## config.mk

```make
export PLATFORM = sky130hd
export DESIGN_NAME = toy_pipe_top
export DESIGN_NICKNAME = d
export VERILOG_FILES = /design/src/rtl/pipe_pkg.sv /design/src/rtl/stage_if.sv /design/src/rtl/reg_file.sv /design/src/rtl/decode_stage.sv /design/src/rtl/execute_stage.sv /design/src/rtl/writeback_stage.sv /design/src/rtl/pipe_tracer.sv /design/src/rtl/toy_pipe_top.sv
export SDC_FILE = /design/constraint.sdc
export NUM_CORES = 2
export LEC_CHECK = 0
export BUFFER_PORTS_ARGS = -buffer_cell sky130_fd_sc_hd__buf_2
export CORE_UTILIZATION = 66
export CTS_CLUSTER_SIZE = 16
export DETAILED_ROUTE_END_ITERATION = 6
export PLACE_DENSITY_LB_ADDON = 0.1
export SYNTH_ARGS = -nofsm -noshare
export SYNTH_HDL_FRONTEND = slang
export SYNTH_MEMORY_MAX_BITS = 65536
export SYNTH_SLANG_ARGS = --single-unit
```

## constraint.sdc

```tcl
create_clock -name clk -period 26.8 [get_ports clk]
set_clock_uncertainty 0.15 [all_clocks]
set_input_delay 2.68 -clock clk [delete_from_list [all_inputs] [get_ports clk]]
set_output_delay 2.68 -clock clk [all_outputs]
set_load 0.02 [all_outputs]
```

## src/rtl/pipe_pkg.sv

```systemverilog
////////////////////////////////////////////////////////////////////////////
// Shared definitions of the toy pipeline: widths, instruction field
// positions, opcodes and the payloads carried between stages.
// Modules pull these in with a wildcard import in their header.
////////////////////////////////////////////////////////////////////////////

package pipe_pkg;

    localparam int DATA_W  = 8;
    localparam int REG_N   = 4;
    localparam int REG_AW  = $clog2(REG_N);
    localparam int INSTR_W = 16;

    // Instruction layout, imm overlaps rs2
    localparam int OP_HI  = 15;
    localparam int OP_LO  = 12;
    localparam int RD_HI  = 11;
    localparam int RD_LO  = 10;
    localparam int RS1_HI = 9;
    localparam int RS1_LO = 8;
    localparam int RS2_HI = 7;
    localparam int RS2_LO = 6;
    localparam int IMM_HI = 7;
    localparam int IMM_LO = 0;

    typedef logic [DATA_W-1:0] data_t;
    typedef logic [REG_AW-1:0] reg_addr_t;

    // Codes not listed here behave as NOP
    typedef enum logic [3:0] {
        NOP   = 4'd0,
        ADDI  = 4'd1,
        ADD   = 4'd2,
        SUB   = 4'd3,
        SKIPZ = 4'd4
    } op_e;

    // Decode to execute
    typedef struct packed {
        op_e       op;
        reg_addr_t rd;
        data_t     a;
        data_t     b;
        logic      we;
    } ex_payload_t;

    // Execute to write-back
    typedef struct packed {
        reg_addr_t rd;
        data_t     result;
        logic      we;
    } wb_payload_t;

    // A register write still in flight, seen by the hazard check
    typedef struct packed {
        logic      we;
        reg_addr_t rd;
    } pend_t;

endpackage

```

## src/rtl/stage_if.sv

```systemverilog
////////////////////////////////////////////////////////////////////////////
// Stage register bundle between two pipeline stages. The producing stage
// drives it through src, the next stage reads it through dst, and the
// tracer watches valid and seq through mon.
////////////////////////////////////////////////////////////////////////////

`timescale 1ns/1ps

interface stage_if #(
    parameter int  SEQ_W     = 8,
    parameter type payload_t = logic
);

    logic             valid;
    logic [SEQ_W-1:0] seq;
    logic [SEQ_W-1:0] stall_cycles;
    payload_t         payload;

    modport src (output valid, output seq, output stall_cycles, output payload);

    modport dst (input valid, input seq, input stall_cycles, input payload);

    modport mon (input valid, input seq);

endinterface

```

## src/rtl/reg_file.sv

```systemverilog
////////////////////////////////////////////////////////////////////////////
// Four entry register file with two combinational read ports and one
// write port that updates on the clock edge.
////////////////////////////////////////////////////////////////////////////

`timescale 1ns/1ps

module reg_file import pipe_pkg::*; (
    input  logic      clk,
    input  logic      rst,
    input  reg_addr_t rd_addr_a,
    input  reg_addr_t rd_addr_b,
    output data_t     rd_data_a,
    output data_t     rd_data_b,
    input  logic      wr_en,
    input  reg_addr_t wr_addr,
    input  data_t     wr_data
);

    data_t regs [REG_N];

    // No bypass, a write is visible from the next cycle on
    assign rd_data_a = regs[rd_addr_a];
    assign rd_data_b = regs[rd_addr_b];

    always_ff @(posedge clk) begin
        if (!rst) begin
            for (int i = 0; i < REG_N; i++) begin
                regs[i] <= '0;
            end
        end else if (wr_en) begin
            regs[wr_addr] <= wr_data;
        end
    end

endmodule

```

## src/rtl/decode_stage.sv

```systemverilog
////////////////////////////////////////////////////////////////////////////
// Decode stage. Accepts one instruction per strobe, reads its operands,
// stalls on pending writes and drops the instruction a taken skip kills.
////////////////////////////////////////////////////////////////////////////

`timescale 1ns/1ps

module decode_stage import pipe_pkg::*; #(
    parameter int SEQ_W = 8
) (
    input  logic               clk,
    input  logic               rst,
    input  logic               instr_valid,
    input  logic [INSTR_W-1:0] instr,
    input  logic               flush,
    output logic               stall,
    output reg_addr_t          rd_addr_a,
    output reg_addr_t          rd_addr_b,
    input  data_t              rd_data_a,
    input  data_t              rd_data_b,
    input  pend_t              ex_pend,
    input  pend_t              wb_pend,
    stage_if.src               out
);

    logic               dec_valid;
    logic [INSTR_W-1:0] dec_instr;
    logic [SEQ_W-1:0]   dec_seq;
    logic [SEQ_W-1:0]   dec_stalls;
    logic [SEQ_W-1:0]   seq_cnt;
    logic               kill_pend;

    op_e       op;
    reg_addr_t rd;
    reg_addr_t rs1;
    reg_addr_t rs2;
    data_t     imm;
    logic      use_rs1;
    logic      use_rs2;
    logic      we;
    logic      hazard;
    logic      issue;
    logic      discard_new;

    assign rd  = dec_instr[RD_HI:RD_LO];
    assign rs1 = dec_instr[RS1_HI:RS1_LO];
    assign rs2 = dec_instr[RS2_HI:RS2_LO];
    assign imm = dec_instr[IMM_HI:IMM_LO];

    always_comb begin
        case (op_e'(dec_instr[OP_HI:OP_LO]))
            ADDI, ADD, SUB, SKIPZ: op = op_e'(dec_instr[OP_HI:OP_LO]);
            default:               op = NOP;
        endcase
    end

    assign use_rs1 = (op != NOP);
    assign use_rs2 = (op == ADD) || (op == SUB);
    assign we      = (op == ADDI) || (op == ADD) || (op == SUB);

    // Source registers still being written by execute or write-back
    assign hazard = (use_rs1 && ((ex_pend.we && ex_pend.rd == rs1) ||
                                 (wb_pend.we && wb_pend.rd == rs1))) ||
                    (use_rs2 && ((ex_pend.we && ex_pend.rd == rs2) ||
                                 (wb_pend.we && wb_pend.rd == rs2)));

    // A flush empties decode, so it also releases the stall
    assign stall = dec_valid && hazard && !flush;
    assign issue = instr_valid && !stall;

    // Skip taken with decode empty, the next accepted one dies instead
    assign discard_new = kill_pend || (flush && !dec_valid);

    assign rd_addr_a = rs1;
    assign rd_addr_b = rs2;

    always_ff @(posedge clk) begin
        if (!rst) begin
            dec_valid <= 1'b0;
            seq_cnt   <= '0;
            kill_pend <= 1'b0;
            out.valid <= 1'b0;
        end else begin
            if (issue) begin
                seq_cnt   <= seq_cnt + 1'b1;
                kill_pend <= 1'b0;
                dec_valid <= !discard_new;
            end else begin
                if (flush && !dec_valid) begin
                    kill_pend <= 1'b1;
                end
                if (!stall) begin
                    dec_valid <= 1'b0;
                end
            end
            // Bubble downstream while stalled or flushed
            out.valid <= dec_valid && !stall && !flush;
        end
    end

    always_ff @(posedge clk) begin
        if (issue) begin
            dec_instr  <= instr;
            dec_seq    <= seq_cnt;
            dec_stalls <= '0;
        end else if (stall) begin
            dec_stalls <= dec_stalls + 1'b1;
        end
        out.seq          <= dec_seq;
        out.stall_cycles <= dec_stalls;
        out.payload      <= '{op: op, rd: rd, a: rd_data_a,
                              b: (op == ADDI) ? imm : rd_data_b, we: we};
    end

endmodule

```

## src/rtl/execute_stage.sv

```systemverilog
////////////////////////////////////////////////////////////////////////////
// Execute stage. Runs the ALU on the decoded operands, registers the
// result for write-back and raises flush on a taken skip.
////////////////////////////////////////////////////////////////////////////

`timescale 1ns/1ps

module execute_stage import pipe_pkg::*; #(
    parameter int SEQ_W = 8
) (
    input  logic  clk,
    input  logic  rst,
    stage_if.dst  in,
    stage_if.src  out,
    output logic  flush,
    output pend_t ex_pend
);

    data_t result;

    always_comb begin
        case (in.payload.op)
            ADDI, ADD: result = in.payload.a + in.payload.b;
            SUB:       result = in.payload.a - in.payload.b;
            default:   result = in.payload.a;
        endcase
    end

    // Skip taken when its operand is zero
    assign flush = in.valid && (in.payload.op == SKIPZ) && (in.payload.a == '0);

    assign ex_pend = '{we: in.valid && in.payload.we, rd: in.payload.rd};

    always_ff @(posedge clk) begin
        if (!rst) begin
            out.valid <= 1'b0;
        end else begin
            out.valid <= in.valid;
        end
    end

    // SKIPZ and NOP arrive with we low and keep it
    always_ff @(posedge clk) begin
        out.seq          <= in.seq[SEQ_W-1:0];
        out.stall_cycles <= in.stall_cycles[SEQ_W-1:0];
        out.payload      <= '{rd: in.payload.rd, result: result, we: in.payload.we};
    end

endmodule

```

## src/rtl/writeback_stage.sv

```systemverilog
////////////////////////////////////////////////////////////////////////////
// Write-back stage. Commits the result to the register file and pulses
// retire with the destination, write enable and value.
////////////////////////////////////////////////////////////////////////////

`timescale 1ns/1ps

module writeback_stage import pipe_pkg::*; #(
    parameter int SEQ_W = 8
) (
    input  logic      clk,
    input  logic      rst,
    stage_if.dst      in,
    output pend_t     wb_pend,
    output logic      wr_en,
    output reg_addr_t wr_addr,
    output data_t     wr_data,
    output logic      retire,
    output reg_addr_t retire_rd,
    output logic      retire_we,
    output data_t     retire_value
);

    assign wr_en   = in.valid && in.payload.we;
    assign wr_addr = in.payload.rd;
    assign wr_data = in.payload.result;

    assign wb_pend = '{we: wr_en, rd: in.payload.rd};

    always_ff @(posedge clk) begin
        if (!rst) begin
            retire <= 1'b0;
        end else begin
            retire <= in.valid;
        end
    end

    always_ff @(posedge clk) begin
        retire_rd    <= in.payload.rd;
        retire_we    <= in.payload.we;
        retire_value <= in.payload.result;
    end

endmodule

```

## src/rtl/pipe_tracer.sv

```systemverilog
////////////////////////////////////////////////////////////////////////////
// Instruction tracer. Stamps each issued instruction with its issue cycle,
// counts its decode stalls, and reports the journey at retirement along
// with running stall and flush totals.
////////////////////////////////////////////////////////////////////////////

`timescale 1ns/1ps

module pipe_tracer #(
    parameter int SEQ_W = 8
) (
    input  logic             clk,
    input  logic             rst,
    input  logic             issue,
    input  logic             stall,
    input  logic             flush,
    input  logic             retire,
    stage_if.mon             wb_mon,
    output logic [SEQ_W-1:0] retire_seq,
    output logic [SEQ_W-1:0] retire_latency,
    output logic [SEQ_W-1:0] retire_stalls,
    output logic [SEQ_W-1:0] stall_count,
    output logic [SEQ_W-1:0] flush_count
);

    localparam int DEPTH = 2 ** SEQ_W;

    logic [SEQ_W-1:0] cycle;
    logic [SEQ_W-1:0] issue_seq;
    logic [SEQ_W-1:0] cur_seq;
    logic [SEQ_W-1:0] issue_tab [DEPTH];
    logic [SEQ_W-1:0] stall_tab [DEPTH];
    logic [SEQ_W-1:0] rec_issue;
    logic [SEQ_W-1:0] lat_live;
    logic [SEQ_W-1:0] lat_hold;

    ////////////////////////////////////////////////////////////////////////////
    // Free running cycle count and hazard totals

    always_ff @(posedge clk) begin
        if (!rst) begin
            cycle       <= '0;
            issue_seq   <= '0;
            stall_count <= '0;
            flush_count <= '0;
        end else begin
            cycle <= cycle + 1'b1;
            if (issue) begin
                issue_seq <= issue_seq + 1'b1;
            end
            if (stall) begin
                stall_count <= stall_count + 1'b1;
            end
            if (flush) begin
                flush_count <= flush_count + 1'b1;
            end
        end
    end

    ////////////////////////////////////////////////////////////////////////////
    // Per instruction tables, indexed by sequence number

    // Stamp is the first cycle spent in decode
    always_ff @(posedge clk) begin
        if (issue) begin
            issue_tab[issue_seq] <= cycle + 1'b1;
            stall_tab[issue_seq] <= '0;
            cur_seq              <= issue_seq;
        end else if (stall) begin
            stall_tab[cur_seq] <= stall_tab[cur_seq] + 1'b1;
        end
    end

    // Look up the record while the instruction sits in write-back
    always_ff @(posedge clk) begin
        if (wb_mon.valid) begin
            retire_seq    <= wb_mon.seq;
            rec_issue     <= issue_tab[wb_mon.seq];
            retire_stalls <= stall_tab[wb_mon.seq];
        end
        if (retire) begin
            lat_hold <= lat_live;
        end
    end

    // Measured in the retire cycle, held until the next retirement
    assign lat_live       = cycle - rec_issue;
    assign retire_latency = retire ? lat_live : lat_hold;

endmodule

```

## src/rtl/toy_pipe_top.sv

```systemverilog
////////////////////////////////////////////////////////////////////////////
// Top level of the toy pipeline. Joins decode, execute and write-back
// with the register file and the tracer behind plain ports.
////////////////////////////////////////////////////////////////////////////

`timescale 1ns/1ps

module toy_pipe_top import pipe_pkg::*; #(
    parameter int SEQ_W = 8
) (
    input  logic               clk,
    input  logic               rst,
    input  logic               instr_valid,
    input  logic [INSTR_W-1:0] instr,
    output logic               stall,
    output logic               retire_valid,
    output reg_addr_t          retire_rd,
    output logic               retire_we,
    output data_t              retire_value,
    output logic [SEQ_W-1:0]   retire_seq,
    output logic [SEQ_W-1:0]   retire_latency,
    output logic [SEQ_W-1:0]   retire_stalls,
    output logic [SEQ_W-1:0]   stall_count,
    output logic [SEQ_W-1:0]   flush_count
);

    logic      issue;
    logic      flush;
    pend_t     ex_pend;
    pend_t     wb_pend;
    reg_addr_t rd_addr_a;
    reg_addr_t rd_addr_b;
    data_t     rd_data_a;
    data_t     rd_data_b;
    logic      wr_en;
    reg_addr_t wr_addr;
    data_t     wr_data;

    assign issue = instr_valid && !stall;

    stage_if #(.SEQ_W(SEQ_W), .payload_t(ex_payload_t)) de_if ();
    stage_if #(.SEQ_W(SEQ_W), .payload_t(wb_payload_t)) ew_if ();

    reg_file i_reg_file (
        .clk(clk), .rst(rst),
        .rd_addr_a(rd_addr_a), .rd_addr_b(rd_addr_b),
        .rd_data_a(rd_data_a), .rd_data_b(rd_data_b),
        .wr_en(wr_en), .wr_addr(wr_addr), .wr_data(wr_data)
    );

    decode_stage #(.SEQ_W(SEQ_W)) i_decode (
        .clk(clk), .rst(rst),
        .instr_valid(instr_valid), .instr(instr),
        .flush(flush), .stall(stall),
        .rd_addr_a(rd_addr_a), .rd_addr_b(rd_addr_b),
        .rd_data_a(rd_data_a), .rd_data_b(rd_data_b),
        .ex_pend(ex_pend), .wb_pend(wb_pend),
        .out(de_if.src)
    );

    execute_stage #(.SEQ_W(SEQ_W)) i_execute (
        .clk(clk), .rst(rst),
        .in(de_if.dst), .out(ew_if.src),
        .flush(flush), .ex_pend(ex_pend)
    );

    writeback_stage #(.SEQ_W(SEQ_W)) i_writeback (
        .clk(clk), .rst(rst),
        .in(ew_if.dst), .wb_pend(wb_pend),
        .wr_en(wr_en), .wr_addr(wr_addr), .wr_data(wr_data),
        .retire(retire_valid), .retire_rd(retire_rd),
        .retire_we(retire_we), .retire_value(retire_value)
    );

    pipe_tracer #(.SEQ_W(SEQ_W)) i_tracer (
        .clk(clk), .rst(rst),
        .issue(issue), .stall(stall), .flush(flush), .retire(retire_valid),
        .wb_mon(ew_if.mon),
        .retire_seq(retire_seq), .retire_latency(retire_latency),
        .retire_stalls(retire_stalls),
        .stall_count(stall_count), .flush_count(flush_count)
    );

endmodule

```

**After elaboration in Yosys (flattened, before gate mapping)**

Memory sizes are Yosys's and may differ from the RTL's. A register that Yosys moved wholly into a read port is not among the register bits.
Cells that the tools add are included.

- Reduce and logical (&&, ||, !) cells: 34
- Add/subtract/negate cells: 9
- Eq/ne operators: 16
- Bitwise gates (word level): 1
- Mux-type cells: 23

Operator list:

| operator | count |
|---|---|
| 8-bit by 1-bit adder with 8-bit output, second input constant | 6 |
| 8-bit two-way mux | 6 |
| 4-bit by 2-bit == test with 1-bit output, second input constant | 6 |
| 1-bit logical AND | 16 |
| 8-bit case mux with 2 select lines | 1 |
| 8-bit OR reduction | 2 |
| 8-bit subtractor | 2 |
| 1-bit two-way mux | 13 |
| 4-bit by 1-bit == test with 1-bit output, second input constant | 3 |
| 8-bit adder | 1 |
| 2-bit == test | 4 |
| 4-bit by 3-bit == test with 1-bit output, second input constant | 2 |
| 8-bit zero test | 1 |
| 1-bit logical OR | 7 |
| 1-bit zero test | 4 |
| 2-bit two-way mux | 2 |
| 4-bit two-way mux | 1 |
| 4-bit nonzero test | 1 |
| 2-bit OR reduction | 2 |
| 4-bit OR reduction | 1 |
| 2-bit != test, second input constant | 1 |
| 1-bit inverter | 1 |

- Memories kept: 3
- Bits of input ports: 19
- Word-level logic and storage cells: 113
- Register bits: 146
- Output and inout port bits: 53
- RAM bits: 4128

Memories:

| memory | depth | bits a word | rd ports | clocked after memory_dff | write ports | RTL line | text |
|---|---|---|---|---|---|---|---|
| i_tracer.issue_tab | 256 | 8 | 1 | 1 | 1 | pipe_tracer.sv:31 | `logic [SEQ_W-1:0] issue_tab [DEPTH];` |
| i_tracer.stall_tab | 256 | 8 | 2 | 2 | 1 | pipe_tracer.sv:32 | `logic [SEQ_W-1:0] stall_tab [DEPTH];` |
| i_reg_file.regs | 4 | 8 | 2 | 2 | 4 | reg_file.sv:20 | `data_t regs [REG_N];` |

**Logic depth before layout (Yosys ltp)**

- Depth in word-level cells: 15
- Gate-level depth with buffers: 18
- Depth with buffers taken out: 13

**Cells and area by module**

A second synthesis with hierarchy kept.

- Cell total of the unflattened synthesis: 8440
- Area, all modules: 183546.0 um^2

By module, submodules not included:

| module | area each (um^2) | seq. area each (um^2) | times used | cells an instance |
|---|---|---|---|---|
| pipe_tracer | 177700.4 | 124919.8 | 1 | 8014 |
| decode_stage | 2693.8 | 1881.8 | 1 | 194 |
| reg_file | 1634.1 | 960.9 | 1 | 97 |
| execute_stage | 1153.6 | 560.5 | 1 | 107 |
| writeback_stage | 350.3 | 240.2 | 1 | 27 |
| toy_pipe_top | 13.8 | 0.0 | 1 | 1 |

**Least setup slack after synthesis**

OpenSTA, ideal clock, no wires.

- Kind: flip-flop to flip-flop
- Start: reg (tool-made name)
- End: mem i_tracer.stall_tab[0][5], data pin
- Arrival: 9.514 ns
- Period minus slack after synthesis: 11.239 ns
- Cell stages (with the launch flop): 14
- Data required time: 25.075 ns
- Setup slack: 15.561 ns
- Cells stage by stage: dfxtp_1 buf_4 buf_6 buf_4 buf_4 mux2i_1 o22ai_1 a2111oi_0 a21oi_1 or4b_2 nand4_1 nor2_1 a21o_1 a21oi_1

RTL lines:

| element | RTL line |
|---|---|
| end, declared | pipe_tracer.sv:32 |

==> results.tsv <==
metric	value	unit
status	finished with violations	
violations	design-rule violations, max-capacitance violations	
setup_viol	0	
maxCapViolCount	1	
synth_most_common_cell	edfxtp_1	
drt_iter0_drc	15000	
syn-instance-count	8482	
ys_top_cells_by_count	edfxtp_1, mux4_2, nor2_1	
async_reset_ff_frac	0	
p_leak	56.5	nW
syn_nets	8527	
vias	96600	
clk_latency	1.00	ns
path_max_fanout	127	
path_cells	buf_4 > buf_4 > buf_4 > mux4_2 > mux4_2 > a211oi_1 > buf_4 > nand2_1 > o211ai_1 > nor4b_1 > a21oi_1 > a31o_4 > buf_4 > buf_4	
seq_area	128000	µm²
stdcell_area	201000	µm²
rsz0062_at_grt	false	
synthDistinctLibCells	71	
post_cts_resized	0	
worstPathArrival	9.75	ns
cts_setup_buffers	0	
die_area	279000	µm²
synth_xor_area_frac	0.00273	
detailedPlace.worstSlack	17.70	ns
slew_headroom	0.0120	
slew_viol_final	0	
grt_usage	0.377	
wl_per_cell	40.5	µm
ys_top_cells_by_area	edfxtp_1, mux4_2, dfxtp_1	
grt_antenna_before_repair	51	
syn_area	183000	µm²
overflow	0	
p_per_area	70.6	nW/µm²
fin_setup_tns	0	ns
routed_via_density	7.61	
p_total	14.2	mW
fp.dieW	528	µm
ctsLongestPathBuffers	4	
synth_top_family_by_area	multiplexers	
grt_pass1_wl	727000	µm
start_kind	flip-flop	
critPathKind	flip-flop to flip-flop	
ir_worst_vdd	0.0876	mV
reg2reg_to	i_tracer.stall_tab[27][7]	
num_rows	192	
htreeDepth	5	
drive_above_1_share	0.321	
grt_pass1_vias	96600	
nNetsFinal	8680	
dpl_cell_area	187000	µm²
portBuffers	71	
fillers	15400	
synth_area_per_cell	21.5	µm²
critPathRequiredTime	27.22	ns
final_hold_viol_count	0	
synth_top_area_cell	edfxtp_1	
clk_pin_slew	0.06	ns
die_y	528	µm
synth-adder-area-share	0.00186	
whs_endpoint	i_execute.out.seq[6]	
initial_core_util	0.666	
multi_input_area	51900	µm²
cts-hold-fix-buffers	0	
min_path_type	flip-flop to flip-flop	
fmax	107	MHz
tightest_slew	1.48	ns
grt_start_max_net_pins	214	
hold_path.startpoint	i_decode.out.seq[6]	
gp_congestion	1.01	
ant_nets	0	
fin_ws	17.47	ns
synth_top_area_frac	0.688	
cpMostUsedCell	buf_4	
final_util	0.733	
cts_buffers	421	
synth_edf_count	4184	
area_growth_syn_to_layout	10.2	%
cts_sinks	4308	
whs_path_depth	0	
synth_seq_cells	4308	
reg2reg_depth	14	
dp_hpwl	313000	µm
cts_root_buf	clkbuf_16	
period_minus_slack	9.33	ns
synth-compound-area-share	0.0149	
yosys_warnings	0	
wl	515000	µm
core	274000	µm²
synth_mux_area_frac	0.238	
drc	1	
ys.flop_type	edfxtp_1	
max_stage_delay	1.13	ns
cp_slowest_cell	buf_4	
period_share	0.348	
ioPinCount	72	
endpoint_kind	flip-flop	
r2r_slack	17.47	ns
cts_tree	built	
first_pass_iters	6	
yosysSeqAreaShare	0.702	
synthSimpleGateAreaFrac	0.0257	
-- worst max path at each step --
stage               from                         to  slack [ns]  cells after the start
2_1_floorplan  flip-flop   i_tracer.stall_tab[0][5]       15.56                     13
5_1_grt        flip-flop  i_tracer.stall_tab[30][7]       17.17                     14
6_report       flip-flop  i_tracer.stall_tab[27][7]       17.47                     14
3_3_place_gp   flip-flop  i_tracer.stall_tab[30][7]       17.89                     14
4_1_cts        flip-flop  i_tracer.stall_tab[30][7]       17.65                     14
3_5_place_dp   flip-flop  i_tracer.stall_tab[28][7]       17.70                     14
-- report_power, final --
part           switching (mW)  internal (mW)
registers              0.0387           7.35
logic                   0.475          0.292
clock network            2.57           3.49
total                    3.08           11.1
-- final cells by class --
cell class,instances,share of cell area
clock inverters,255,0.0135
multi-input cells,3561,0.258
diodes,27,0.000336
repair buffers,312,0.0113
inverters,31,0.000616
flip-flops and latches,4308,0.637
well taps,3686,0.0229
clock buffers,521,0.0563
-- routing by layer --
metal  wire (µm)  vias to the layer above  GRT usage
li1            -                    36600          -
met1      174000                    50800      0.506
met2      239000                     7548      0.564
met3       64000                     1627     0.0958
met4       38100                       38      0.232
met5         322                        -    0.00104
-- stage by stage --
stage / hold slack [ns] / std cells
floorplan: 0.160 / 8482
global placement: 0.163 / 11900
detailed placement: 0.162 / 11900
CTS: 0.181 / 12700
global route: 0.182 / 12700
finish: 0.179 / 12700
-- state kept, by name, indices dropped and copies added, names as in the netlist, 11 cells and up, named ones only --
| name | flops |
|---|---|
| i_tracer.stall_tab | 2048 |
| i_decode.out.payload | 23 |
| i_reg_file.regs | 32 |
| i_tracer.issue_tab | 2048 |
| i_execute.out.payload | 11 |
| i_decode.dec_instr | 16 |
-- logic make-up after synthesis --
logic type / Yosys count
buf+inv: 613
mux: 2021
fa+ha+maj: 26
compound gates: 394
flops: 4308
xor+xnor: 57
other cells: 1
simple gates: 1062
-- worst max-delay path: cells and delay by family (launching register included) --
family	cells	cell delay, ns
AOI/OAI and AO/OA	4	1.60
DFF	1	0.86
muxes	2	1.14
buffers and inverters	6	4.59
and+or+nand+nor	2	0.20
-- placed cells by master, fill, tap and decap left out, types with 51 or more instances in the layout --
cell type  count
buf_2         72
mux4_2      1853
nand2_1      180
mux2i_1      148
clkinv_1      63
clkbuf_1      71
and2_1        69
buf_4        228
bufinv_16     51
a21oi_1       67
dfxtp_1      110
nor2_1       579
a22oi_1      109
clkbuf_16    433
clkinv_2      94
edfxtp_1    4184
(Power assumes the default switching activity.)
